## config.mk

```make
export PLATFORM = sky130hd
export DESIGN_NAME = row_fetch
export DESIGN_NICKNAME = d
export VERILOG_FILES = /design/src/design/led_matrix_pkg.sv /design/src/design/row_fetch.sv
export SDC_FILE = /design/constraint.sdc
export NUM_CORES = 1
export LEC_CHECK = 0
export BUFFER_PORTS_ARGS = -buffer_cell sky130_fd_sc_hd__buf_2
export CORE_MARGIN = 2
export CORE_UTILIZATION = 30
export DETAILED_ROUTE_END_ITERATION = 10
export GPL_TIMING_DRIVEN = 0
export PLACE_DENSITY = 0.68
export SLEW_MARGIN = 0
export SYNTH_ARGS = -nofsm -noshare
export SYNTH_HDL_FRONTEND = slang
export SYNTH_SLANG_ARGS = --single-unit
```

## constraint.sdc

```tcl
create_clock -name clk_in -period 1.3 [get_ports clk_in]
set_input_delay 0.195 -clock clk_in [delete_from_list [all_inputs] [get_ports clk_in]]
set_output_delay 0.195 -clock clk_in [all_outputs]
set_load 0.05 [all_outputs]
```

## src/design/led_matrix_pkg.sv

```systemverilog
`default_nettype none

package led_matrix_pkg;

    parameter int BRIGHTNESS_LEVELS = 5;  // bit-planes per colour channel
    parameter int BYTES_PER_PIXEL = 2;
    parameter int ROW_ADDR_WIDTH = 4;     // A..D lines on the panel

    // one stored pixel, rgb555 with a spare top bit
    typedef struct packed {
        logic       unused;
        logic [4:0] red;
        logic [4:0] green;
        logic [4:0] blue;
    } pixel_t;

    // same column, upper and lower half of the panel
    typedef struct packed {
        pixel_t top;
        pixel_t bottom;
    } pixel_pair_t;

    // blue lands on bit 0
    typedef struct packed {
        logic red;
        logic green;
        logic blue;
    } rgb_t;

    typedef struct packed {
        rgb_t                      rgb1;
        rgb_t                      rgb2;
        logic                      clk_pixel;
        logic                      row_latch;
        logic                      output_enable;  // active high, panel pin is inverted
        logic [ROW_ADDR_WIDTH-1:0] row_address;
    } panel_lines_t;

    typedef enum logic [7:0] {
        CMD_BRIGHTNESS = 8'h42,  // 'B' + plane mask byte
        CMD_RGB_ENABLE = 8'h43,  // 'C' + channel mask byte
        CMD_FRAME      = 8'h46   // 'F' + whole frame
    } ctrl_cmd_e;

    typedef logic [2:0] plane_t;

endpackage

`default_nettype wire

```

## src/design/row_fetch.sv

```systemverilog
`timescale 1ns/10ps
`default_nettype none

module row_fetch import led_matrix_pkg::*; #(
    parameter int PIXEL_WIDTH = 64,
    parameter int PIXEL_HEIGHT = 32,
    localparam int COL_W = $clog2(PIXEL_WIDTH),
    localparam int ROW_W = $clog2(PIXEL_HEIGHT / 2),
    localparam int RD_W = $clog2(PIXEL_WIDTH * (PIXEL_HEIGHT / 2))
) (
    input  wire logic             clk_in,
    input  wire logic             rst_n,
    input  wire logic             load_strobe,
    input  wire logic [COL_W-1:0] column,
    input  wire logic [ROW_W-1:0] row,
    output logic      [RD_W-1:0]  rd_addr,
    input  wire pixel_pair_t      rd_data,
    output pixel_pair_t           pixel_pair
);

    logic load_d;  // strobe lined up with the memory read latency

    // index inside a bank, both halves share it
    assign rd_addr = RD_W'(row) * RD_W'(PIXEL_WIDTH) + RD_W'(column);

    always_ff @(posedge clk_in) begin
        if (!rst_n) load_d <= 1'b0;
        else load_d <= load_strobe;
    end

    // held until the next column lands
    always_ff @(posedge clk_in) begin
        if (load_d) pixel_pair <= rd_data;
    end

endmodule

`default_nettype wire

```

==> impl_metrics.yaml <==
drt:
  drt_wl_total_mm: 2.01
  first_pass_iters: 3
  antenna_left: 0
  route.detailed.drc: 0
  vias: 695
  drt_iter0_drc: 22
  wl_per_cell_um: 11.3
  viasPerCell: 3.90
synth:
  synth_cell_type_count: 4
  syn_nets: 89
  syn_area_per_cell_um2: 24.1
  synthMuxAreaShare_pct: 0
  synth_top_family_by_area: "buffers and inverters"
  synthSimpleGateAreaFrac_pct: 0.589
  synth_seq_cells: 33
  post_synth_inst_count: 44
  syn_area_mm2: 0.00106
  yosysSeqAreaShare_pct: 92.3
  synth_warnings: 0
  synth_xor_area_share_pct: 0
  synthAdderAreaFrac_pct: 0
  synth-compound-area-share_pct: 0
worst_setup_path:
  reg2reg_depth: 0
  critPathKind: "reg -> reg"
  r2r_setup_slack_ps: 130
  endpoint_kind: "flip-flop"
  cp-start-kind: "flip-flop"
  cp_max_fo: 32
  cp.required_ps: 1250
  r2r_end: "pixel_pair[28]"
  reg2reg_from: "load_d"
  arrival_ps: 1130
floorplanning:
  die_area_mm2: 0.00403
  start_util_pct: 31.6
  die_y_um: 63.5
  core_area_mm2: 0.00336
  fp-row-count: 21
  die_w_um: 63.5
  boundaryPins: 87
sta:
  min_period_ps: 1170
  fmax_mhz: 852
  slew_viol_final: 0
  max_slew.worst_pin.slew_ps: 697
  grt_setup_unrepaired: "no"
  setup-violations-final: 0
  post-route-period-util_pct: 90.3
  slew_headroom_pct: 53.5
  final.setup_skew_ps: 10.8
  setup_tns_ps: 0
  hold_viol_final: 0
cells_and_area:
  final_layout_size_suffix_gt1_share_pct: 72.0
  final_nets: 176
  area_growth_pct: 53.5
  n_fill_cell: 308
  fin_area_mm2: 0.00163
  num_antenna_cells: 0
place:
  port_buffers: 76
  gp_congestion: 0.639
  dpl_cell_area_mm2: 0.00150
run:
  maxCapViolCount: 0
grt:
  met1_usage_pct: 9.10
  grt_pass1_wl_mm: 2.96
  grt_start_max_net_pins: 33
  grt_overflow: 0
  grt_antenna_before_repair: 0
  top_usage_layer: "met2"
  use_met3_pct: 7.68
  met2_usage_pct: 17.1
  grt_usage_pct: 10.3
  grt_pass1_vias: 653
outcome:
  status: "complete, no violations"
clock_tree:
  clkTransAtPathRegs_ps: 110
  postCtsSetupBuffers: 0
  clk_latency_ps: 320
  cts_buffers: 5
  cts_hold_buf: 0
  cts_resized: 0
  cts_max_level: 2
  clock-root-buffer: "clkbuf_4"
  clockBufferDepth: 2
  cts_tree: "built"
  clock_sinks: 33
hold_path:
  hold_depth: 1
  hold_end: "pixel_pair[15]"
  hold_class: "in -> reg"
  hp-start: "rd_data[15]"
pwr:
  p_leak_nw: 0.720
  peakVddDrop_v: 0.000712
  power.density_mw_per_mm2: 1460
==> state kept, by name (all words and copies together), names as in the netlist <==
name        flops
pixel_pair     32
load_d          1
==> synthesized netlist by cell type <==
library cell | instances | area (um^2)
edfxtp_1 | 32 | 961
dfxtp_1 | 1 | 20.0
buf_4 | 10 | 75.1
and2_1 | 1 | 6.26
==> stage by stage <==
stage               utilization [%]  setup WS [ps]  instances  hold slack, ps  total power, mW
detailed placement             44.6            128        166             373             1.60
CTS                            47.3            108        174            22.5             2.39
global route                   48.5           50.9        178           0.733             2.47
global placement               44.6            147        166             372             1.59
finish                         48.5            126        178            37.7             2.37
floorplan                         -            269         44             294             1.49
==> worst max path at each step <==
stage / start / endpoint / slack (ps) / cells after the start
after floorplan: load_d / pixel_pair[0] / 270 / 0
after global placement: load_d / pixel_pair[29] / 150 / 0
after detailed placement: load_d / pixel_pair[13] / 130 / 0
after CTS: load_d / pixel_pair[28] / 110 / 0
after global routing: load_d / pixel_pair[22] / 50 / 0
final: load_d / pixel_pair[28] / 130 / 0
==> metal layers <==
metal  up-vias  part of all wire, %
met1       311                   32
met3         2                   15
met2        52                   53
met4         0                 0.30
met5         -                    0
li1        330                    -
==> power breakdown <==
group,leakage [nW],switching (mW),internal (mW),total [mW]
registers,0.309,0.0260,1.22,1.24
clock network,0.0445,0.338,0.457,0.796
logic,0.366,0.235,0.0988,0.334
total,0.720,0.600,1.77,2.37
==> layout by cell type, fill, tap and decap left out <==
| cell type | count |
|---|---|
| and2_1 | 1 |
| buf_2 | 76 |
| buf_4 | 10 |
| bufinv_16 | 1 |
| clkbuf_4 | 5 |
| clkbuf_8 | 1 |
| clkinvlp_4 | 1 |
| dfxtp_2 | 1 |
| dlygate4sd3_1 | 4 |
| edfxtp_1 | 32 |
==> final cells by class <==
| cell class | instances | area, um^2 | area share, % |
|---|---|---|---|
| clock buffers | 6 | 51.3 | 3.15 |
| well taps | 46 | 57.6 | 3.53 |
| flip-flops and latches | 33 | 982 | 60.2 |
| repair buffers | 80 | 420 | 25.8 |
| plain buffers | 10 | 75.1 | 4.60 |
| multi-input cells | 1 | 6.26 | 0.384 |
| clock inverters | 2 | 37.5 | 2.30 |
==> cells by family after synthesis <==
family | count (synthesis)
and+or+nand+nor | 1
DFF | 33
buffers and inverters | 10
Power figures use the tool's default switching activity.
