**src/design/uart_rx.sv**
```systemverilog
`timescale 1ns/10ps
`default_nettype none

module uart_rx #(
    parameter int CLK_TICKS_PER_BIT = 9
) (
    input  wire logic       clk_in,
    input  wire logic       rst_n,
    input  wire logic       rx_line,
    output logic      [7:0] rx_data,
    output logic            rx_valid
);

    typedef enum logic [1:0] {RX_IDLE, RX_START, RX_DATA, RX_STOP} rx_state_e;

    localparam int TICK_W = $clog2(CLK_TICKS_PER_BIT + 1);
    localparam logic [TICK_W-1:0] LAST_TICK = TICK_W'(CLK_TICKS_PER_BIT - 1);
    localparam logic [TICK_W-1:0] HALF_TICK = TICK_W'(CLK_TICKS_PER_BIT / 2 - 1);

    rx_state_e         state;
    logic [1:0]        sync;     // line is idle high
    logic              rx_bit;
    logic [TICK_W-1:0] tick;
    logic [2:0]        bit_cnt;

    assign rx_bit = sync[1];

    always_ff @(posedge clk_in) begin
        if (!rst_n) sync <= 2'b11;
        else sync <= {sync[0], rx_line};
    end

    always_ff @(posedge clk_in) begin
        if (!rst_n) begin
            state    <= RX_IDLE;
            tick     <= '0;
            bit_cnt  <= '0;
            rx_valid <= 1'b0;
        end else begin
            rx_valid <= 1'b0;
            case (state)
                RX_IDLE: begin
                    tick <= '0;
                    if (!rx_bit) state <= RX_START;  // falling edge of start bit
                end
                RX_START: begin
                    if (tick == HALF_TICK) begin
                        tick    <= '0;
                        bit_cnt <= '0;
                        // still low at mid-bit, otherwise it was a glitch
                        state   <= rx_bit ? RX_IDLE : RX_DATA;
                    end else tick <= tick + 1'b1;
                end
                RX_DATA: begin
                    if (tick == LAST_TICK) begin
                        tick    <= '0;
                        bit_cnt <= bit_cnt + 1'b1;
                        if (bit_cnt == 3'd7) state <= RX_STOP;
                    end else tick <= tick + 1'b1;
                end
                RX_STOP: begin
                    if (tick == LAST_TICK) begin
                        rx_valid <= rx_bit;  // framing error drops the byte
                        state    <= RX_IDLE;
                    end else tick <= tick + 1'b1;
                end
                default: state <= RX_IDLE;
            endcase
        end
    end

    // lsb first
    always_ff @(posedge clk_in) begin
        if (state == RX_DATA && tick == LAST_TICK) rx_data <= {rx_bit, rx_data[7:1]};
    end

endmodule

`default_nettype wire

```
**config.mk**
```make
export PLATFORM = sky130hd
export DESIGN_NAME = uart_rx
export DESIGN_NICKNAME = d
export VERILOG_FILES = /design/src/design/uart_rx.sv
export SDC_FILE = /design/constraint.sdc
export NUM_CORES = 1
export LEC_CHECK = 0
export BUFFER_PORTS_ARGS = -buffer_cell sky130_fd_sc_hd__buf_2
export CAP_MARGIN = 20
export CORE_AREA = 2 2 56 58
export DETAILED_ROUTE_END_ITERATION = 8
export DIE_AREA = 0 0 58 60
export REMOVE_ABC_BUFFERS = 1
export SLEW_MARGIN = 15
export SYNTH_ARGS = -nofsm -noshare
export SYNTH_HDL_FRONTEND = slang
export SYNTH_SLANG_ARGS = --single-unit
```
**constraint.sdc**
```tcl
create_clock -name clk_in -period 3.6 [get_ports clk_in]
set_input_delay 0.54 -clock clk_in [delete_from_list [all_inputs] [get_ports clk_in]]
set_output_delay 0.54 -clock clk_in [all_outputs]
set_load 0.02 [all_outputs]
```
==> reports/metrics.csv <==
metric;value;unit
critPathCaptureType;register;
synth.distinct_cells;32;
synthMuxAreaShare;1.83;%
clock_path_buffers;2;
cp_slowest_stage_delay;0.50;ns
critical-path-slowest-cell;or4b_4;
ys_ff_latch;20;
max-vdd-ir-drop;0.000318;V
drv_slew;0;
antennaDiodeCount;0;
htree_levels;1;
cts_num_sinks;20;
utilization;33.3;%
drc;0;
drt_wl_total;1.30;mm
clock_latency;0.29;ns
synth_xor_area_share;1.07;%
grt_max_degree;13;
area_growth;17.7;%
nFillCells;297;
min_path_type;register to register;
cts_buffers;3;
critPathKind;register to register;
first_global_vias;506;
die_h;60;um
syn_inst;65;
globalRouteOverflowTotal;0;
maxCapViolCount;0;
worstPathArrival;1.94;ns
syn_area;822;um2
crit_chain;ha_1, or4b_4, a22o_1, mux2_4;
final_antenna_net_count;0;
worst_ep_required_time;3.80;ns
hold_viol;0;
setup_viol;0;
first_pass_iters;3;
synth_ff_type;dfxtp_1;
yosysMostFrequentCell;dfxtp_1;
fin_cells;112;
drtIter0Drc;5;
dp.final_hpwl;967;um
power.density;475;nW/um2
core-area;2900;um2
ys_warn_count;0;
synth_edf_count;8;
ys_seq_area_share;58.4;%
max_clock_freq;0.574;GHz
synth_top_family_by_area;simple AND/OR/NAND/NOR gates;
via_count;547;
path_max_fanout;6;
grt_pass1_wl;2.30;mm
critPathCapture;bit_cnt[0];
final_layout_size_suffix_gt1_share;25.3;%
root_buffer;clkbuf_4;
synth_top_area_share;29.2;%
rsz0062_at_grt;false;
antenna_found_initial;0;
ctsHoldBuffers;0;
setup.worst_path.start;tick[0];
synthAdderAreaFrac;6.09;%
status;finished, final reports clean;
skew;0.00173;ns
leakagePower;0.374;nW
synth-simple-area-share;18.7;%
layout_min_cycle_time;1.74;ns
reg2reg_to;bit_cnt[0];
timing.final.crit_share;48.4;%
top_layer;met4;
reg2reg_depth;4;
drt-vias-per-instance;4.88;
post_cts_buffers;0;
multi_input_area;327;um2
avgSynthCellArea;12.6;um2
tritoncts;yes;
wl_met3;67;um
tns;0;ns
wl_per_cell;11.6;um
ys_top_cells_by_count;dfxtp_1 (12), edfxtp_1 (8), ha_1 (4), nand2b_1 (4);
worst_slew_pin_slew;0.636;ns
die_x;58;um
cts_resized;0;
critPathLaunchType;register;
r2r-start;tick[0];
yosys-top-cells-area;dfxtp_1 (29%), edfxtp_1 (29%), ha_1 (6.1%), a22o_1 (3.2%), nand2b_1 (3.0%);
floorplan.initialDensity;28.3;%
ff2ff_setup_slack;1.86;ns
wl_met2;627;um
cts.clk_slew.worst_paths;0.11;ns
fin_nets;87;
rows;20;
synth_compound_area_share;12.0;%
dpl.cell_count;108;
num_io_pins;12;
seq_area;480;um2
routabilityCongestion;0.780;
synth_top_area_cell;dfxtp_1;
wl_met1;588;um
port_buffers;11;
track_usage;9.13;%
synth-async-reset-ratio;0;%
dieArea;3480;um2
slew_headroom;57.5;%
report_power, final:
part	switching [mW]	internal (mW)	total, mW	leakage, nW
Clock	0.0663	0.113	0.179	0.0279
Sequential	0.00886	0.240	0.249	0.169
Combinational	0.0165	0.0157	0.0322	0.177
stage by stage:
stage	setup WS, ns	cell area (um2)	power [mW]	hold slack, ns
detailed placement	1.86	915	0.286	0.397
floorplan	1.96	818	0.277	0.386
global route	1.77	967	0.486	0.425
global placement	1.92	915	0.286	0.389
finish	1.86	967	0.460	0.418
CTS	1.85	967	0.465	0.416
layout by cell type, fill, tap and decap left out, types with 2 or more instances in the layout:
| cell type | netlist | final |
|---|---|---|
| nand3_1 | 2 | 2 |
| nand2b_1 | 4 | 4 |
| edfxtp_1 | 8 | 8 |
| dfxtp_1 | 12 | 12 |
| ha_1 | 4 | 4 |
| inv_1 | 3 | 3 |
| and3b_2 | 2 | 2 |
| nor2_1 | 2 | 2 |
| a21boi_0 | 2 | 2 |
| a22o_1 | 3 | 3 |
| buf_2 | 0 | 11 |
| clkbuf_4 | 0 | 3 |
| o31ai_1 | 2 | 2 |
final cells by class:
type,count,share of cell area (%)
tap,33,4.27
inverter,3,1.16
clock buffer,3,2.33
timing repair buffer,11,5.69
multi-input combinational,41,33.8
clock inverter,1,3.10
sequential,20,49.7
worst min path at each step:
stage	startpoint	endpoint	slack, ns	depth (start not counted)
2_1_floorplan	sync[0]	sync[1]	0.39	1
6_report	sync[0]	sync[1]	0.42	1
5_1_grt	rx_line	sync[0]	0.42	2
4_1_cts	rx_line	sync[0]	0.42	2
3_3_place_gp	sync[0]	sync[1]	0.39	1
3_5_place_dp	sync[0]	sync[1]	0.40	1
cells by family after synthesis:
group	after synthesis
XOR/XNOR	1
buffers and inverters	4
adder cells (fa/ha/maj)	4
flip-flops	20
AO/OA/AOI/OAI	13
AND/OR/NAND/NOR	22
multiplexers	1
per-layer routing:
layer / GRT usage [%] / vias to the layer above
li1: - / 274
met1: 10.6 / 261
met2: 14.3 / 10
met3: 4.55 / 2
met4: 3.99 / 0
met5: 0 / -
sequential cells by signal, summed over array words and instances, names as in the netlist, named ones only:
register / cells
sync: 2
tick: 4
state: 1
rx_valid: 1
bit_cnt: 3
rx_data: 8
worst max-delay path: cells and delay by family, from the launching register on:
kind            cells  cell delay, ns
simple gates        1            0.50
flops               1            0.42
compound gates      1            0.25
mux                 1            0.26
fa+ha+maj           1            0.22
Power figures use the tool's default switching activity.
