File: src/design/led_matrix_pkg.sv
`default_nettype none

package led_matrix_pkg;

    parameter int BRIGHTNESS_LEVELS = 5;  // bit-planes per colour channel
    parameter int BYTES_PER_PIXEL = 2;
    parameter int ROW_ADDR_WIDTH = 4;     // A..D lines on the panel

    // one stored pixel, rgb555 with a spare top bit
    typedef struct packed {
        logic       unused;
        logic [4:0] red;
        logic [4:0] green;
        logic [4:0] blue;
    } pixel_t;

    // same column, upper and lower half of the panel
    typedef struct packed {
        pixel_t top;
        pixel_t bottom;
    } pixel_pair_t;

    // blue lands on bit 0
    typedef struct packed {
        logic red;
        logic green;
        logic blue;
    } rgb_t;

    typedef struct packed {
        rgb_t                      rgb1;
        rgb_t                      rgb2;
        logic                      clk_pixel;
        logic                      row_latch;
        logic                      output_enable;  // active high, panel pin is inverted
        logic [ROW_ADDR_WIDTH-1:0] row_address;
    } panel_lines_t;

    typedef enum logic [7:0] {
        CMD_BRIGHTNESS = 8'h42,  // 'B' + plane mask byte
        CMD_RGB_ENABLE = 8'h43,  // 'C' + channel mask byte
        CMD_FRAME      = 8'h46   // 'F' + whole frame
    } ctrl_cmd_e;

    typedef logic [2:0] plane_t;

endpackage

`default_nettype wire

File: src/design/pixel_split.sv
`timescale 1ns/10ps
`default_nettype none

module pixel_split import led_matrix_pkg::*; (
    input  wire pixel_t                         pixel,
    input  wire plane_t                         plane,
    input  wire rgb_t                           rgb_enable,
    input  wire logic   [BRIGHTNESS_LEVELS-1:0] plane_enable,
    output rgb_t                                rgb
);

    logic plane_on;

    assign plane_on = plane_enable[plane];  // plane 0 is the lsb of each field

    assign rgb.red   = pixel.red[plane] & rgb_enable.red & plane_on;
    assign rgb.green = pixel.green[plane] & rgb_enable.green & plane_on;
    assign rgb.blue  = pixel.blue[plane] & rgb_enable.blue & plane_on;

endmodule

`default_nettype wire

File: config.mk
export PLATFORM = sky130hd
export DESIGN_NAME = pixel_split
export DESIGN_NICKNAME = d
export VERILOG_FILES = /design/src/design/led_matrix_pkg.sv /design/src/design/pixel_split.sv
export SDC_FILE = /design/constraint.sdc
export NUM_CORES = 1
export LEC_CHECK = 0
export ABC_AREA = 0
export ABC_CLOCK_PERIOD_IN_PS = 2800
export BUFFER_PORTS_ARGS = -buffer_cell sky130_fd_sc_hd__buf_2
export CORE_AREA = 2 2 39 41
export DETAILED_ROUTE_END_ITERATION = 10
export DIE_AREA = 0 0 41 43
export PLACE_DENSITY = 0.56
export SYNTH_ARGS = -nofsm -noshare
export SYNTH_HDL_FRONTEND = slang
export SYNTH_SLANG_ARGS = --single-unit
File: constraint.sdc
create_clock -name vclk -period 2.8
set_input_delay 0.28 -clock vclk [all_inputs]
set_output_delay 0.28 -clock vclk [all_outputs]
set_load 0.03 [all_outputs]
==> flow_metrics.py, run 1 <==
metrics = {
    "placement": {
        "pre_cts_ws_ps": 1060,
        "place_area_um2": 379,
        "port_buffers": 29,
        "gp_congestion": 0.622,
        "dp_hpwl_um": 616,
        "numPlacedInstances": 65,
    },
    "power_and_ir_drop": {
        "powerDensity_nw_per_um2": 135,
        "ir_worst_vdd_mv": 0.0462,
        "finalPower_uw": 51.3,
        "power_leakage_nw": 0.184,
    },
    "status": {
        "outcome": "finished, final reports clean",
    },
    "finish": {
        "regArea_um2": 0,
        "stdcell_area_um2": 379,
        "multi_input_area_um2": 210,
        "seq_cell_count": 0,
        "final_common_cell": "buf_2",
        "fillers": 156,
        "instances_no_fill": 65,
        "finalNetCount": 78,
        "layout_common_cells": "buf_2 (29), and4bb_2 (3), a21oi_1 (3), nor3_1 (3)",
        "antenna_cells": 0,
        "clkbuf_count": 0,
        "area_growth_pct": 68.3,
        "final_util_pct": 27.4,
        "drive_gt1_share_pct": 73.5,
    },
    "synth": {
        "muxShareOfSynthArea_pct": 43.3,
        "synth_nets": 48,
        "yosys.area.top_type": "mux4_1",
        "synth_top_family_by_area": "multiplexers",
        "yosysWarnings": 0,
        "syn_area_um2": 225,
        "synth_adder_area_share_pct": 0,
        "synthDistinctLibCells": 12,
        "synth-compound-area-share_pct": 21.7,
        "synth-xor-area-share_pct": 0,
        "ys_seq_area_share_pct": 0,
        "syn_area_per_cell_um2": 10.7,
        "synthCells": 21,
        "synth.top_cell.area_share_pct": 23.3,
        "yosys-top-cells-area": "mux4_1 (23%), mux4_2 (20%), and4bb_2 (17%)",
        "synthSimpleGateAreaFrac_pct": 28.3,
    },
    "critical_path": {
        "crit_path_top_delay_cell": "nor3b_1",
        "critical_path_required_ps": 2520,
        "path_max_fanout": 8,
        "cpMostUsedCell": "buf_2",
        "start_kind": "primary input",
        "timing.critical_path.cells": "buf_2, nor3b_1, a21oi_2, nor3_1, buf_2",
        "arrival_ps": 1460,
        "path_class": "primary input to output port",
        "slowest_delay_ps": 470,
        "cp-end-kind": "output port",
    },
    "detailed_routing": {
        "first_iter_violations": 1,
        "drc_errors": 0,
        "route.vias.total": 300,
        "wl_um": 674,
        "dr.pass1.iters": 2,
        "ant_nets": 0,
        "post_drt_wl_per_cell_um": 10.4,
        "vias_per_cell": 4.62,
    },
    "grt": {
        "grt_antenna_before_repair": 0,
        "grt-ovfl-total": 0,
        "grt_pass1_wl_um": 890,
        "grt_max_degree": 9,
        "grt_usage_pct": 6.65,
        "grt_pass1_vias": 245,
    },
    "timing": {
        "max_freq_ghz": 0.576,
        "rsz0062_at_grt": "no",
        "fin_ws_ps": 1060,
        "final.period_utilization_pct": 62.0,
        "setup_tns_ps": 0,
        "finalSetupViolations": 0,
        "whs_ps": 920,
        "period_needed_ps": 1740,
        "worst_slew_pin_slew_ps": 519,
        "maxSlewHeadroom_pct": 65.4,
        "hold_violations": 0,
        "maxSlewViolCount": 0,
    },
    "die": {
        "core_area_um2": 1380,
        "die_w_um": 41,
        "pin_count": 30,
        "num_rows": 14,
        "initial_utilization_pct": 16.3,
        "die_area_um2": 1760,
        "die_h_um": 43,
    },
    "cts": {
        "cts_setup_buffers": 0,
        "cts.repair.resized": 0,
        "cts_hold_buf": 0,
    },
    "hold_path": {
        "hold_class": "primary input to output port",
        "hold_depth": 4,
    },
    "flow_run": {
        "cap_violations": 0,
    },
}
==> area by class of cell <==
type | count | area share [%]
repair buffers | 29 | 38.3
multi-input cells | 19 | 55.4
inverters | 1 | 0.990
well taps | 16 | 5.28
==> power breakdown <==
part / switching (mW) / total, mW / internal (mW)
registers: 0 / 0 / 0
clock network: 0 / 0 / 0
logic: 0.0223 / 0.0513 / 0.0289
==> worst paths after layout <==
kind | start | end | slack [ps]
worst max-delay path | plane[1] | rgb[2] | 1060
worst min-delay path | rgb_enable[0] | rgb[0] | 920
==> logic make-up (layout without fill, tap and decap cells) <==
kind of cell / after synthesis / count (layout)
and+or+nand+nor: 8 / 8
muxes: 4 / 4
AOI/OAI and AO/OA: 7 / 7
buffers and inverters: 2 / 30
==> synth_stat cells, drive strengths merged <==
| master | instances |
|---|---|
| a21oi | 4 |
| nor3b | 1 |
| buf | 1 |
| nor3 | 3 |
| mux4 | 4 |
| o221ai | 1 |
| and4bb | 3 |
| inv | 1 |
| nor2 | 1 |
| o21ai | 2 |
==> critical path: cells and delay by family <==
family / cells / cell delay, ps
simple gates: 2 / 680
compound gates: 1 / 120
buf+inv: 2 / 380
==> layer usage <==
| layer | GRT usage [%] | wire length [um] |
|---|---|---|
| met1 | 9.09 | 274 |
| met2 | 11.9 | 318 |
| met3 | 0 | 82 |
| met4 | 0 | 0 |
| met5 | 0 | 0 |
(Power assumes the default switching activity.)
==> run 2: changes to the inputs <==
- ABC_CLOCK_PERIOD_IN_PS: 2800 -> 1600
- clock period: 2.8 -> 1.6 ns (I/O delays scaled with it)
==> flow_metrics.py, run 2 (synthesized netlist as in run 1, its figures left out) <==
metrics = {
    "status": {
        "outcome": "finished, final reports clean",
    },
    "critical_path": {
        "cp-startpoint": "plane[0]",
        "path_class": "primary input to output port",
        "start_kind": "primary input",
        "arrival_ps": 1300,
        "slowest_delay_ps": 550,
        "path_max_fanout": 8,
        "timing.critical_path.cells": "buf_2, mux4_2, o221ai_2, nor3_1, buf_2",
        "cp-end-kind": "output port",
        "critical_path_required_ps": 1440,
        "crit_path_top_delay_cell": "mux4_2",
        "cpMostUsedCell": "buf_2",
    },
    "die": {
        "core_area_um2": 1380,
        "die_area_um2": 1760,
        "pin_count": 30,
        "initial_utilization_pct": 16.3,
        "num_rows": 14,
        "die_w_um": 41,
        "die_h_um": 43,
    },
    "power_and_ir_drop": {
        "p_comb_share_pct": 100.0,
        "seqPwrFrac_pct": 0,
        "ir_worst_vdd_mv": 0.0817,
        "clkPwrFrac_pct": 0,
        "p_sw_share_pct": 42.9,
        "switching_power_uw": 38.9,
        "power_leakage_nw": 0.189,
        "finalPower_uw": 90.8,
        "internal_power_uw": 51.8,
        "powerDensity_nw_per_um2": 235,
    },
    "cts": {
        "cts_setup_buffers": 0,
        "cts_hold_buf": 0,
        "cts.repair.resized": 0,
    },
    "finish": {
        "final_common_cell": "buf_2",
        "clkbuf_count": 0,
        "fillers": 155,
        "stdcell_area_um2": 387,
        "final_util_pct": 27.9,
        "layout_common_cells": "buf_2 (29), and4bb_2 (3), a21oi_1 (3), nor3_1 (3)",
        "antenna_cells": 0,
        "area_growth_pct": 71.7,
        "finalNetCount": 79,
        "drive_gt1_share_pct": 74.0,
        "seq_cell_count": 0,
        "regArea_um2": 0,
    },
    "placement": {
        "gp_congestion": 0.620,
        "dp_hpwl_um": 650,
        "port_buffers": 29,
        "place_area_um2": 387,
    },
    "timing": {
        "finalSetupViolations": 0,
        "hold_violations": 0,
        "setup_tns_ps": 0,
        "maxSlewHeadroom_pct": 88.6,
        "worst_slew_pin_slew_ps": 171,
        "period_needed_ps": 1460,
        "max_freq_ghz": 0.685,
        "maxSlewViolCount": 0,
        "final.period_utilization_pct": 91.2,
        "rsz0062_at_grt": "no",
    },
    "detailed_routing": {
        "post_drt_wl_per_cell_um": 10.3,
        "route.vias.total": 321,
        "vias_per_cell": 4.86,
        "wl_um": 680,
        "first_iter_violations": 3,
        "dr.pass1.iters": 4,
        "drc_errors": 0,
        "ant_nets": 0,
    },
    "flow_run": {
        "cap_violations": 0,
    },
    "grt": {
        "grt_antenna_before_repair": 0,
        "use_met3_pct": 1.05,
        "grt-ovfl-total": 0,
        "busiest_layer": "met2",
        "grt_usage_pct": 7.65,
        "grt_pass1_vias": 262,
        "met2_usage_pct": 13.4,
        "grt_use_met1_pct": 10.1,
        "grt_max_degree": 9,
        "grt_pass1_wl_mm": 1.03,
    },
    "hold_path": {
        "hold_depth": 4,
        "hold_start": "rgb_enable[0]",
        "hold_class": "primary input to output port",
    },
}
-- run 2: per-stage QoR --
stage                     std cells  hold slack, ps  worst slack, ps
after floorplan                  21             486            -38.0
after global placement           66             681              130
after detailed placement         66             684              128
after CTS                        66             684              128
after global routing             66             708             78.1
final                            66             681              141
-- run 2: path summary, 6_finish.rpt --
| check | endpoint | slack (ps) |
|---|---|---|
| hold / removal | rgb[0] | 680 |
| setup / recovery | rgb[0] | 140 |
-- run 2: critical path: cells and delay by family --
kind            cells  cell delay (ps)
buf+inv             2              350
mux                 1              550
compound gates      1              170
simple gates        1               70
-- run 2: layout make-up --
| cell class | count | area, um2 | area share, % |
|---|---|---|---|
| multi-input cells | 19 | 210 | 54.4 |
| repair buffers | 30 | 153 | 39.5 |
| well taps | 16 | 20.0 | 5.18 |
| inverters | 1 | 3.75 | 0.971 |
-- run 2: power by group through the flow --
stage | clock, mW | combinational (mW) | sequential [mW]
after floorplan | 0 | 0.0505 | 0
after global placement | 0 | 0.0911 | 0
after detailed placement | 0 | 0.0922 | 0
after CTS | 0 | 0.0923 | 0
after global routing | 0 | 0.0996 | 0
final | 0 | 0.0908 | 0
-- run 2: per-layer routing --
layer / share of wire, % / wire [um]
met5: 0 / 0
met4: 0 / 0
met3: 14 / 93
met2: 48 / 329
met1: 38 / 257
==> run 3: changes to the inputs <==
- ABC_CLOCK_PERIOD_IN_PS: 1600 -> 1800
- clock period: 1.6 -> 1.8 ns (I/O delays scaled with it)
==> flow_metrics.py, run 3 (synthesized netlist as in run 1, its figures left out) <==
metrics = {
    "timing": {
        "max_freq_ghz": 0.667,
        "maxSlewHeadroom_pct": 89.6,
        "fin_ws_ps": 302,
        "setup_tns_ps": 0,
        "finalSetupViolations": 0,
        "maxSlewViolCount": 0,
        "final.period_utilization_pct": 83.2,
        "rsz0062_at_grt": "no",
        "period_needed_ps": 1500,
        "hold_violations": 0,
        "worst_slew_pin_slew_ps": 155,
    },
    "placement": {
        "pre_cts_ws_ps": 279,
        "numPlacedInstances": 66,
        "port_buffers": 29,
        "gp_congestion": 0.616,
    },
    "grt": {
        "grt_pass1_vias": 281,
        "grt_pass1_wl_mm": 1.03,
        "grt_max_degree": 9,
        "grt_usage_pct": 7.55,
        "grt-ovfl-total": 0,
        "grt_antenna_before_repair": 0,
    },
    "critical_path": {
        "start_kind": "primary input",
        "path_max_fanout": 8,
        "critical_path_required_ps": 1620,
        "cp-end-kind": "output port",
        "arrival_ps": 1320,
        "path_class": "primary input to output port",
    },
    "detailed_routing": {
        "vias_per_cell": 4.53,
        "first_iter_violations": 0,
        "drc_errors": 0,
        "wl_um": 691,
        "route.vias.total": 299,
        "dr.pass1.iters": 1,
        "ant_nets": 0,
        "post_drt_wl_per_cell_um": 10.5,
    },
    "die": {
        "die_w_um": 41,
        "die_h_um": 43,
        "die_area_um2": 1760,
        "pin_count": 30,
        "core_area_um2": 1380,
        "initial_utilization_pct": 16.3,
        "num_rows": 14,
    },
    "power_and_ir_drop": {
        "ir_worst_vdd_mv": 0.0682,
        "power_leakage_nw": 0.189,
        "powerDensity_nw_per_um2": 208,
    },
    "hold_path": {
        "hold_class": "primary input to output port",
        "hold_depth": 4,
    },
    "finish": {
        "clkbuf_count": 0,
        "area_growth_pct": 71.7,
        "drive_gt1_share_pct": 74.0,
        "finalNetCount": 79,
        "layout_common_cells": "buf_2 (29), and4bb_2 (3), a21oi_1 (3), nor3_1 (3)",
        "regArea_um2": 0,
        "fillers": 167,
        "final_common_cell": "buf_2",
        "antenna_cells": 0,
        "instances_no_fill": 66,
        "seq_cell_count": 0,
    },
    "cts": {
        "cts.repair.resized": 0,
        "cts_setup_buffers": 0,
        "cts_hold_buf": 0,
    },
    "flow_run": {
        "cap_violations": 0,
    },
    "status": {
        "outcome": "finished, final reports clean",
    },
}
==> run 3: cell counts in the layout (fill, tap and decap cells not counted) <==
No cell type changed its count.
==> run 3: critical path, cell delays in order <==
cell and delay, ps:
buf_2 180, mux4_2 550, o221ai_2 170, nor3_1 60, buf_2 170
==> run 3: report_power, final <==
group          internal (mW)  leakage, nW  switching (mW)
logic                 0.0461        0.189          0.0343
clock network              0            0               0
registers                  0            0               0
total                 0.0461        0.189          0.0343
==> run 3: stage by stage <==
step                      utilization, %  cell area [um2]  hold slack [ps]  total power, mW
after floorplan                        -              225              526           0.0449
after global placement              27.9              387              721           0.0810
after detailed placement            27.9              387              721           0.0821
after CTS                           27.9              387              720           0.0822
after global routing                27.9              387              746           0.0882
final                               27.9              387              718           0.0804
==> run 3: final cells by class <==
cell class	count	area, um2	share of cell area (%)
tap	16	20.0	5.18
multi-input combinational	19	210	54.4
timing repair buffer	30	153	39.5
inverter	1	3.75	0.971
==> run 3: path summary, 6_finish.rpt <==
check / end / startpoint / slack, ps
hold / removal: rgb[0] / rgb_enable[0] / 720
setup / recovery: rgb[0] / plane[0] / 300
==> run 3: metal layers <==
| metal | global-route usage (%) | wire (um) |
|---|---|---|
| met5 | 0 | 0 |
| met4 | 0 | 0 |
| met3 | 0.524 | 77 |
| met2 | 12.8 | 337 |
| met1 | 10.7 | 276 |
