<file path="config.mk">
export PLATFORM = sky130hd
export DESIGN_NAME = frame_loader
export DESIGN_NICKNAME = d
export VERILOG_FILES = /design/src/design/led_matrix_pkg.sv /design/src/design/frame_loader.sv
export SDC_FILE = /design/constraint.sdc
export NUM_CORES = 1
export LEC_CHECK = 0
export ABC_AREA = 1
export BUFFER_PORTS_ARGS = -buffer_cell sky130_fd_sc_hd__buf_2
export CAP_MARGIN = 20
export CORE_MARGIN = 5
export CORE_UTILIZATION = 40
export DETAILED_ROUTE_END_ITERATION = 6
export GPL_ROUTABILITY_DRIVEN = 1
export PLACE_DENSITY = 0.66
export SYNTH_ARGS = -nofsm -noshare
export SYNTH_HDL_FRONTEND = slang
export SYNTH_SLANG_ARGS = --single-unit
</file>
<file path="constraint.sdc">
create_clock -name clk_in -period 2.7 [get_ports clk_in]
set_clock_uncertainty 0.2 [all_clocks]
set_input_delay 0.135 -clock clk_in [delete_from_list [all_inputs] [get_ports clk_in]]
set_output_delay 0.135 -clock clk_in [all_outputs]
set_load 0.01 [all_outputs]
</file>
<file path="src/design/led_matrix_pkg.sv">
`default_nettype none

package led_matrix_pkg;

    parameter int BRIGHTNESS_LEVELS = 5;  // bit-planes per colour channel
    parameter int BYTES_PER_PIXEL = 2;
    parameter int ROW_ADDR_WIDTH = 4;     // A..D lines on the panel

    // one stored pixel, rgb555 with a spare top bit
    typedef struct packed {
        logic       unused;
        logic [4:0] red;
        logic [4:0] green;
        logic [4:0] blue;
    } pixel_t;

    // same column, upper and lower half of the panel
    typedef struct packed {
        pixel_t top;
        pixel_t bottom;
    } pixel_pair_t;

    // blue lands on bit 0
    typedef struct packed {
        logic red;
        logic green;
        logic blue;
    } rgb_t;

    typedef struct packed {
        rgb_t                      rgb1;
        rgb_t                      rgb2;
        logic                      clk_pixel;
        logic                      row_latch;
        logic                      output_enable;  // active high, panel pin is inverted
        logic [ROW_ADDR_WIDTH-1:0] row_address;
    } panel_lines_t;

    typedef enum logic [7:0] {
        CMD_BRIGHTNESS = 8'h42,  // 'B' + plane mask byte
        CMD_RGB_ENABLE = 8'h43,  // 'C' + channel mask byte
        CMD_FRAME      = 8'h46   // 'F' + whole frame
    } ctrl_cmd_e;

    typedef logic [2:0] plane_t;

endpackage

`default_nettype wire

</file>
<file path="src/design/frame_loader.sv">
`timescale 1ns/10ps
`default_nettype none

module frame_loader import led_matrix_pkg::*; #(
    parameter int PIXEL_WIDTH = 64,
    parameter int PIXEL_HEIGHT = 32,
    localparam int FRAME_BYTES = PIXEL_WIDTH * PIXEL_HEIGHT * BYTES_PER_PIXEL,
    localparam int ADDR_W = $clog2(FRAME_BYTES)
) (
    input  wire logic                         clk_in,
    input  wire logic                         rst_n,
    input  wire logic [7:0]                   rx_data,
    input  wire logic                         rx_valid,
    output logic                              wr_en,
    output logic      [ADDR_W-1:0]            wr_addr,
    output logic      [7:0]                   wr_data,
    output rgb_t                              rgb_enable,
    output logic      [BRIGHTNESS_LEVELS-1:0] plane_enable
);

    typedef enum logic [1:0] {LD_IDLE, LD_FRAME, LD_BRIGHTNESS, LD_RGB} loader_state_e;

    localparam logic [ADDR_W-1:0] LAST_ADDR = ADDR_W'(FRAME_BYTES - 1);

    loader_state_e state;

    // every byte of a frame goes straight to port A
    assign wr_en   = (state == LD_FRAME) && rx_valid;
    assign wr_data = rx_data;

    always_ff @(posedge clk_in) begin
        if (!rst_n) begin
            state        <= LD_IDLE;
            wr_addr      <= '0;
            rgb_enable   <= '1;
            plane_enable <= '1;
        end else if (rx_valid) begin
            case (state)
                LD_IDLE: begin
                    wr_addr <= '0;
                    case (ctrl_cmd_e'(rx_data))
                        CMD_FRAME:      state <= LD_FRAME;
                        CMD_BRIGHTNESS: state <= LD_BRIGHTNESS;
                        CMD_RGB_ENABLE: state <= LD_RGB;
                        default:        state <= LD_IDLE;  // not a command so it is skipped
                    endcase
                end
                LD_FRAME: begin
                    wr_addr <= wr_addr + 1'b1;
                    if (wr_addr == LAST_ADDR) state <= LD_IDLE;
                end
                LD_BRIGHTNESS: begin
                    plane_enable <= rx_data[BRIGHTNESS_LEVELS-1:0];
                    state        <= LD_IDLE;
                end
                LD_RGB: begin
                    rgb_enable <= rgb_t'(rx_data[2:0]);  // bit 0 blue, bit 2 red
                    state      <= LD_IDLE;
                end
                default: state <= LD_IDLE;
            endcase
        end
    end

    a_wr_addr_range: assert property (@(posedge clk_in) disable iff (!rst_n)
        wr_en |-> wr_addr <= LAST_ADDR);

endmodule

`default_nettype wire

</file>
==> flow_metrics.env, run 1 <==
export IMPL_outcome="completed"
export IMPL_timing_hold_ws_ps=86.4
export IMPL_grt_pass1_vias=1080
export IMPL_clk_latency_ps=310
export IMPL_routed_wl_um=2670
export IMPL_finalMaxSlewViolations=0
export IMPL_synthAdderAreaFrac_pct=1.05
export IMPL_fmax_ghz=0.524
export IMPL_worstSetupPathType="input pin to flip-flop"
export IMPL_fin_nets=216
export IMPL_path_cells="dlygate4sd3_1 > buf_2 > inv_2 > nor3_4 > inv_1 > nand2_1 > nand3_1 > dlygate4sd3_1"
export IMPL_end_kind="flip-flop"
export IMPL_power_frac_comb_pct=15.3
export IMPL_final_util_pct=52.4
export IMPL_power_switching_mw=0.155
export IMPL_wire_per_inst_um=11.4
export IMPL_vias=1127
export IMPL_drcViolationCount=0
export IMPL_slew_headroom_pct=81.3
export IMPL_rows=19
export IMPL_root_buffer="clkbuf_4"
export IMPL_synth_xor_area_share_pct=1.47
export IMPL_die_width_um=64.5
export IMPL_grt_use_total_pct=13.8
export IMPL_start_kind="input pin"
export IMPL_dieArea_um2=4170
export IMPL_finalCritPeriodShare_pct=70.7
export IMPL_synth_top_family_by_area="simple AND/OR/NAND/NOR gates"
export IMPL_grt_max_degree=15
export IMPL_drive_gt1_share_pct=31.7
export IMPL_ios=40
export IMPL_start_util_pct=42.4
export IMPL_critPathMostFrequentCell="dlygate4sd3_1"
export IMPL_numCtsBuffers=3
export IMPL_worstPathRequired_ps=2710
export IMPL_cts_tree="done"
export IMPL_tightest_slew_ps=281
export IMPL_hold_viol_final=0
export IMPL_multi_input_area_um2=593
export IMPL_internal_power_mw=0.420
export IMPL_ir_worst_vdd_v=0.000349
export IMPL_power_frac_seq_pct=58.7
export IMPL_synth_seq_cells=22
export IMPL_synth_compound_area_share_pct=8.73
export IMPL_ant_nets=0
export IMPL_h_tree_depth=1
export IMPL_crit_arrival_ps=1920
export IMPL_portBuffers=39
export IMPL_p_sw_share_pct=27.0
export IMPL_setup_tns_ps=0
export IMPL_netlist_instances=160
export IMPL_finalNonFillerCells=233
export IMPL_grt_pass1_wl_um=4600
export IMPL_core_um2=2810
export IMPL_n_fill_cell=270
export IMPL_post_cts_resized=0
export IMPL_avgSynthCellArea_um2=7.44
export IMPL_synth_nets=172
export IMPL_critical_path_max_stage_delay_ps=560
export IMPL_syn_to_final_growth_pct=23.4
export IMPL_syn_area_um2=1190
export IMPL_cts_sinks=22
export IMPL_rsz0062_at_grt="no"
export IMPL_hold_class="input pin to flip-flop"
export IMPL_power_density_nw_per_um2=391
export IMPL_ys_types=29
export IMPL_diodes=0
export IMPL_avgViaCountPerCell=4.84
export IMPL_power_leakage_nw=0.703
export IMPL_cts_buffer_depth=2
export IMPL_grt_overflow=0
export IMPL_antenna_found_initial=0
export IMPL_muxShareOfSynthArea_pct=0
export IMPL_synthSimpleGateAreaFrac_pct=38.6
export IMPL_drv_cap=0
export IMPL_clock_power_share_pct=26.1
export IMPL_total_power_mw=0.575
export IMPL_setup_violations=0
export IMPL_dp_cells=221
export IMPL_seq_area_um2=440
export IMPL_path_clk_slew_ps=120
export IMPL_die_y_um=64.5
export IMPL_gp_congestion=0.785
export IMPL_yosysSeqAreaShare_pct=37.0
export IMPL_post_dp_hpwl_um=2040
export IMPL_first_pass_iters=2
export IMPL_ys_warn_count=0
export IMPL_min_period_ps=1910
export IMPL_crit_fanout=7
export IMPL_dr_first_iter_drc_count=48
export IMPL_slowest_stage="dlygate4sd3_1"
[kinds of logic (layout without fill, tap and decap cells)]
| kind of cell | after synthesis | count (layout) |
|---|---|---|
| compound gates | 17 | 17 |
| xor+xnor | 2 | 2 |
| fa+ha+maj | 1 | 1 |
| buf+inv | 31 | 73 |
| flops | 22 | 22 |
| simple gates | 87 | 87 |
[synthesized netlist by cell type (all sizes together)]
library cell	instances	share of area [%]
o211ai	3	1.9
or2	1	0.53
buf	9	5.7
xor2	2	1.5
inv	21	7.0
nor3b	3	2.3
a31oi	1	0.53
ha	1	1.1
o21ai	2	0.84
o21bai	1	0.63
nand2	45	17
nand3	14	6.3
nor3	3	3.2
nor2	16	6.7
nand4	5	2.6
a31o	1	0.74
a21oi	9	4.1
clkinv	1	0.42
dfxtp	22	37
[through the flow]
step | area [µm²] | setup WS, ps
3_5_place_dp | 1360 | 1200
6_report | 1470 | 790
2_1_floorplan | 1190 | 1260
5_1_grt | 1470 | 649
3_3_place_gp | 1360 | 1270
4_1_cts | 1470 | 782
[metal layers]
metal	global-route usage [%]	part of all wire, %	up-vias	wire, µm
met5	0	0	-	0
met4	5.01	2.1	0	55
met3	4.49	4.3	6	114
met2	24.1	50	18	1340
met1	15.7	44	506	1160
li1	-	-	597	-
[worst paths after layout]
| path | slack (ps) | cells past startpoint | from | endpoint |
|---|---|---|---|---|
| max | 790 | 8 | rx_valid | plane_enable[3] |
| min | 90 | 7 | rx_data[6] | state[0] |
| max reg2reg | 820 | 6 | state[1] | plane_enable[3] |
| min reg2reg | 280 | 2 | plane_enable[0] | plane_enable[0] |
[flip-flops by register name, indices dropped and copies added, names as in the netlist]
name,flops
rgb_enable,3
plane_enable,5
state,2
wr_addr,12
[power by group through the flow]
stage	Sequential, mW	Clock (mW)	Combinational [mW]
after floorplan	0.346	0	0.0543
after global placement	0.344	0	0.0776
after detailed placement	0.345	0	0.0781
after CTS	0.337	0.156	0.0881
after global routing	0.339	0.170	0.0972
final	0.337	0.150	0.0879
[final cells by class]
class | instances | share of cell area, %
Sequential cell | 22 | 30.0
Timing Repair Buffer | 48 | 19.4
Tap cell | 31 | 2.64
Inverter | 22 | 6.05
Multi-Input combinational cell | 107 | 40.4
Clock buffer | 3 | 1.53
[layout by cell type, fill, tap and decap left out, drive strengths merged]
master,synthesis,routed
a21oi,9,9
a31o,1,1
a31oi,1,1
buf,9,39
clkbuf,0,3
clkinv,1,1
dfxtp,22,22
dlygate4sd3,0,9
ha,1,1
inv,21,21
nand2,45,45
nand3,14,14
nand4,5,5
nor2,16,16
nor3,3,3
nor3b,3,3
o211ai,3,3
o21ai,2,2
o21bai,1,1
or2,1,1
xor2,2,2
[what timing repair did]
item | 4_1_cts | 5_1_grt
hold endpoints to repair | 13 | 0
hold buffers | 9 | 0
setup buffers | 0 | 0
[worst max-delay path: cells and delay by family]
| family | cells | cell delay, ps |
|---|---|---|
| buffers and inverters | 5 | 1490 |
| and+or+nand+nor | 3 | 300 |
Note: power is estimated with default switching activity, not from simulation.
==> inputs of run 2 (changes only) <==
Clock period 2.7 ns to 2 ns, I/O delays scaled along.
==> run 2 against run 1 <==
Compared with the run above:
- sequential share of layout area rose by 0.060 points
- register-to-register slack worse by 600 ps
- final area about the same
- combinational power increased by 35%
- largest cell class unchanged
- total power grew 35%
- clock-buffer cell count unchanged
- clock power is 35% higher
- cell count unchanged
- worst hold slack got worse by 34 ps
- sequential cell count unchanged
- highest routed layer unchanged
- die area unchanged
- via count about the same
==> flow_metrics.env, run 2 (synthesized netlist as in run 1, its figures left out) <==
export IMPL_outcome="completed"
export IMPL_rows=19
export IMPL_reg_top3="wr_addr (12), plane_enable (5), rgb_enable (3)"
export IMPL_final_common_cell="nand2_1"
export IMPL_finalMaxSlewViolations=0
export IMPL_finalCritPeriodShare_pct=91.9
export IMPL_final_cell_mix="40 x nand2_1, 39 x buf_2, 21 x dfxtp_1"
export IMPL_grt_pass1_wl_um=4600
export IMPL_hold_viol_final=0
export IMPL_crit_arrival_ps=1840
export IMPL_setup_tns_ps=0
export IMPL_drive_gt1_share_pct=32.7
export IMPL_cts_sinks=22
export IMPL_fin_nets=216
export IMPL_portBuffers=39
export IMPL_setup_violations=0
export IMPL_rrSetupSlack_ps=220
export IMPL_drv_cap=0
export IMPL_grt_max_degree=15
export IMPL_post_dp_hpwl_um=2040
export IMPL_grt_use_total_pct=13.8
export IMPL_numCtsBuffers=3
export IMPL_cts_buffer_depth=2
export IMPL_first_pass_iters=6
export IMPL_gp_congestion=0.785
export IMPL_start_util_pct=42.4
export IMPL_min_period_ps=1840
export IMPL_die_y_um=64.5
export IMPL_seq_area_um2=442
export IMPL_fmax_ghz=0.544
export IMPL_final_util_pct=52.4
export IMPL_rsz0062_at_grt="no"
export IMPL_dieArea_um2=4170
export IMPL_avgViaCountPerCell=4.83
export IMPL_grt_pass1_vias=1080
export IMPL_tightest_slew_ps=285
export IMPL_final_cell_area_um2=1470
export IMPL_vias=1126
export IMPL_clk_latency_ps=310
export IMPL_ant_nets=0
export IMPL_syn_to_final_growth_pct=23.6
export IMPL_top_register="wr_addr"
export IMPL_antenna_found_initial=0
export IMPL_root_buffer="clkbuf_4"
export IMPL_power_density_nw_per_um2=529
export IMPL_hold_class="input pin to flip-flop"
export IMPL_crit_fanout=7
export IMPL_core_um2=2810
export IMPL_end_kind="flip-flop"
export IMPL_routed_wl_um=2700
export IMPL_worstSetupPathType="input pin to flip-flop"
export IMPL_reg2reg_depth=6
export IMPL_drcViolationCount=0
export IMPL_multi_input_area_um2=593
export IMPL_wire_per_inst_um=11.6
export IMPL_h_tree_depth=1
export IMPL_placed_area_um2=1360
export IMPL_slew_headroom_pct=81.0
export IMPL_path_clk_slew_ps=120
export IMPL_start_kind="input pin"
export IMPL_worstPathRequired_ps=2010
export IMPL_hold_depth=7
export IMPL_largest_reg_flops=12
export IMPL_power_leakage_nw=0.704
export IMPL_postCtsSetupBuffers=0
export IMPL_dr_first_iter_drc_count=51
export IMPL_ir_worst_vdd_v=0.000466
export IMPL_die_width_um=64.5
export IMPL_grt_overflow=0
export IMPL_n_fill_cell=272
export IMPL_cts_tree="done"
export IMPL_diodes=0
export IMPL_ios=40
run 2: changes by cell type in the layout (fill, tap and decap cells not counted):
cell	delta
dfxtp_1	-1
dfxtp_2	+1
inv_1	-1
inv_2	+1
run 2: worst paths after layout:
path | from | endpoint
hold / removal | rx_data[6] | state[0]
setup reg to reg | state[1] | plane_enable[3]
setup / recovery | rx_valid | plane_enable[3]
hold reg to reg | plane_enable[0] | plane_enable[0]
run 2: where the power goes:
group / switching [mW] / internal [mW]
Sequential: 0.00786 / 0.448
Clock: 0.133 / 0.0704
Combinational: 0.0706 / 0.0486
run 2: per-layer routing:
layer  vias to the layer above  track usage, %  share of wire (%)
li1                        596               -                  -
met1                       505            15.7                 44
met2                        21            24.1                 50
met3                         4            4.49                4.4
met4                         0            5.01                1.4
met5                         -               0                  0
run 2: metrics by stage:
stage,power (mW),setup WS (ps),cells,hold WS [ps]
detailed placement,0.571,500,221,158
global route,0.819,39.3,233,56.4
finish,0.778,163,233,52.6
floorplan,0.541,562,160,26.3
global placement,0.569,571,221,155
CTS,0.785,106,233,53.3
run 2: cell type report:
cell class,count,area share [%]
tap,31,2.64
clock buffer,3,1.53
timing repair buffer,48,19.4
multi-input combinational,107,40.3
inverter,22,6.04
sequential,22,30.0
run 2: worst max-delay path, cell delays in order:
cell and delay [ps]:
dlygate4sd3_1 520, buf_2 180, inv_2 90, nor3_4 170, inv_2 100, nand2_1 70, nand3_1 50, dlygate4sd3_1 560
run 2: what timing repair did:
item	4_1_cts	5_1_grt
hold buffers	9	0
gates resized for setup	0	2
endpoints found under the setup margin	0	2
hold endpoints to repair	16	0
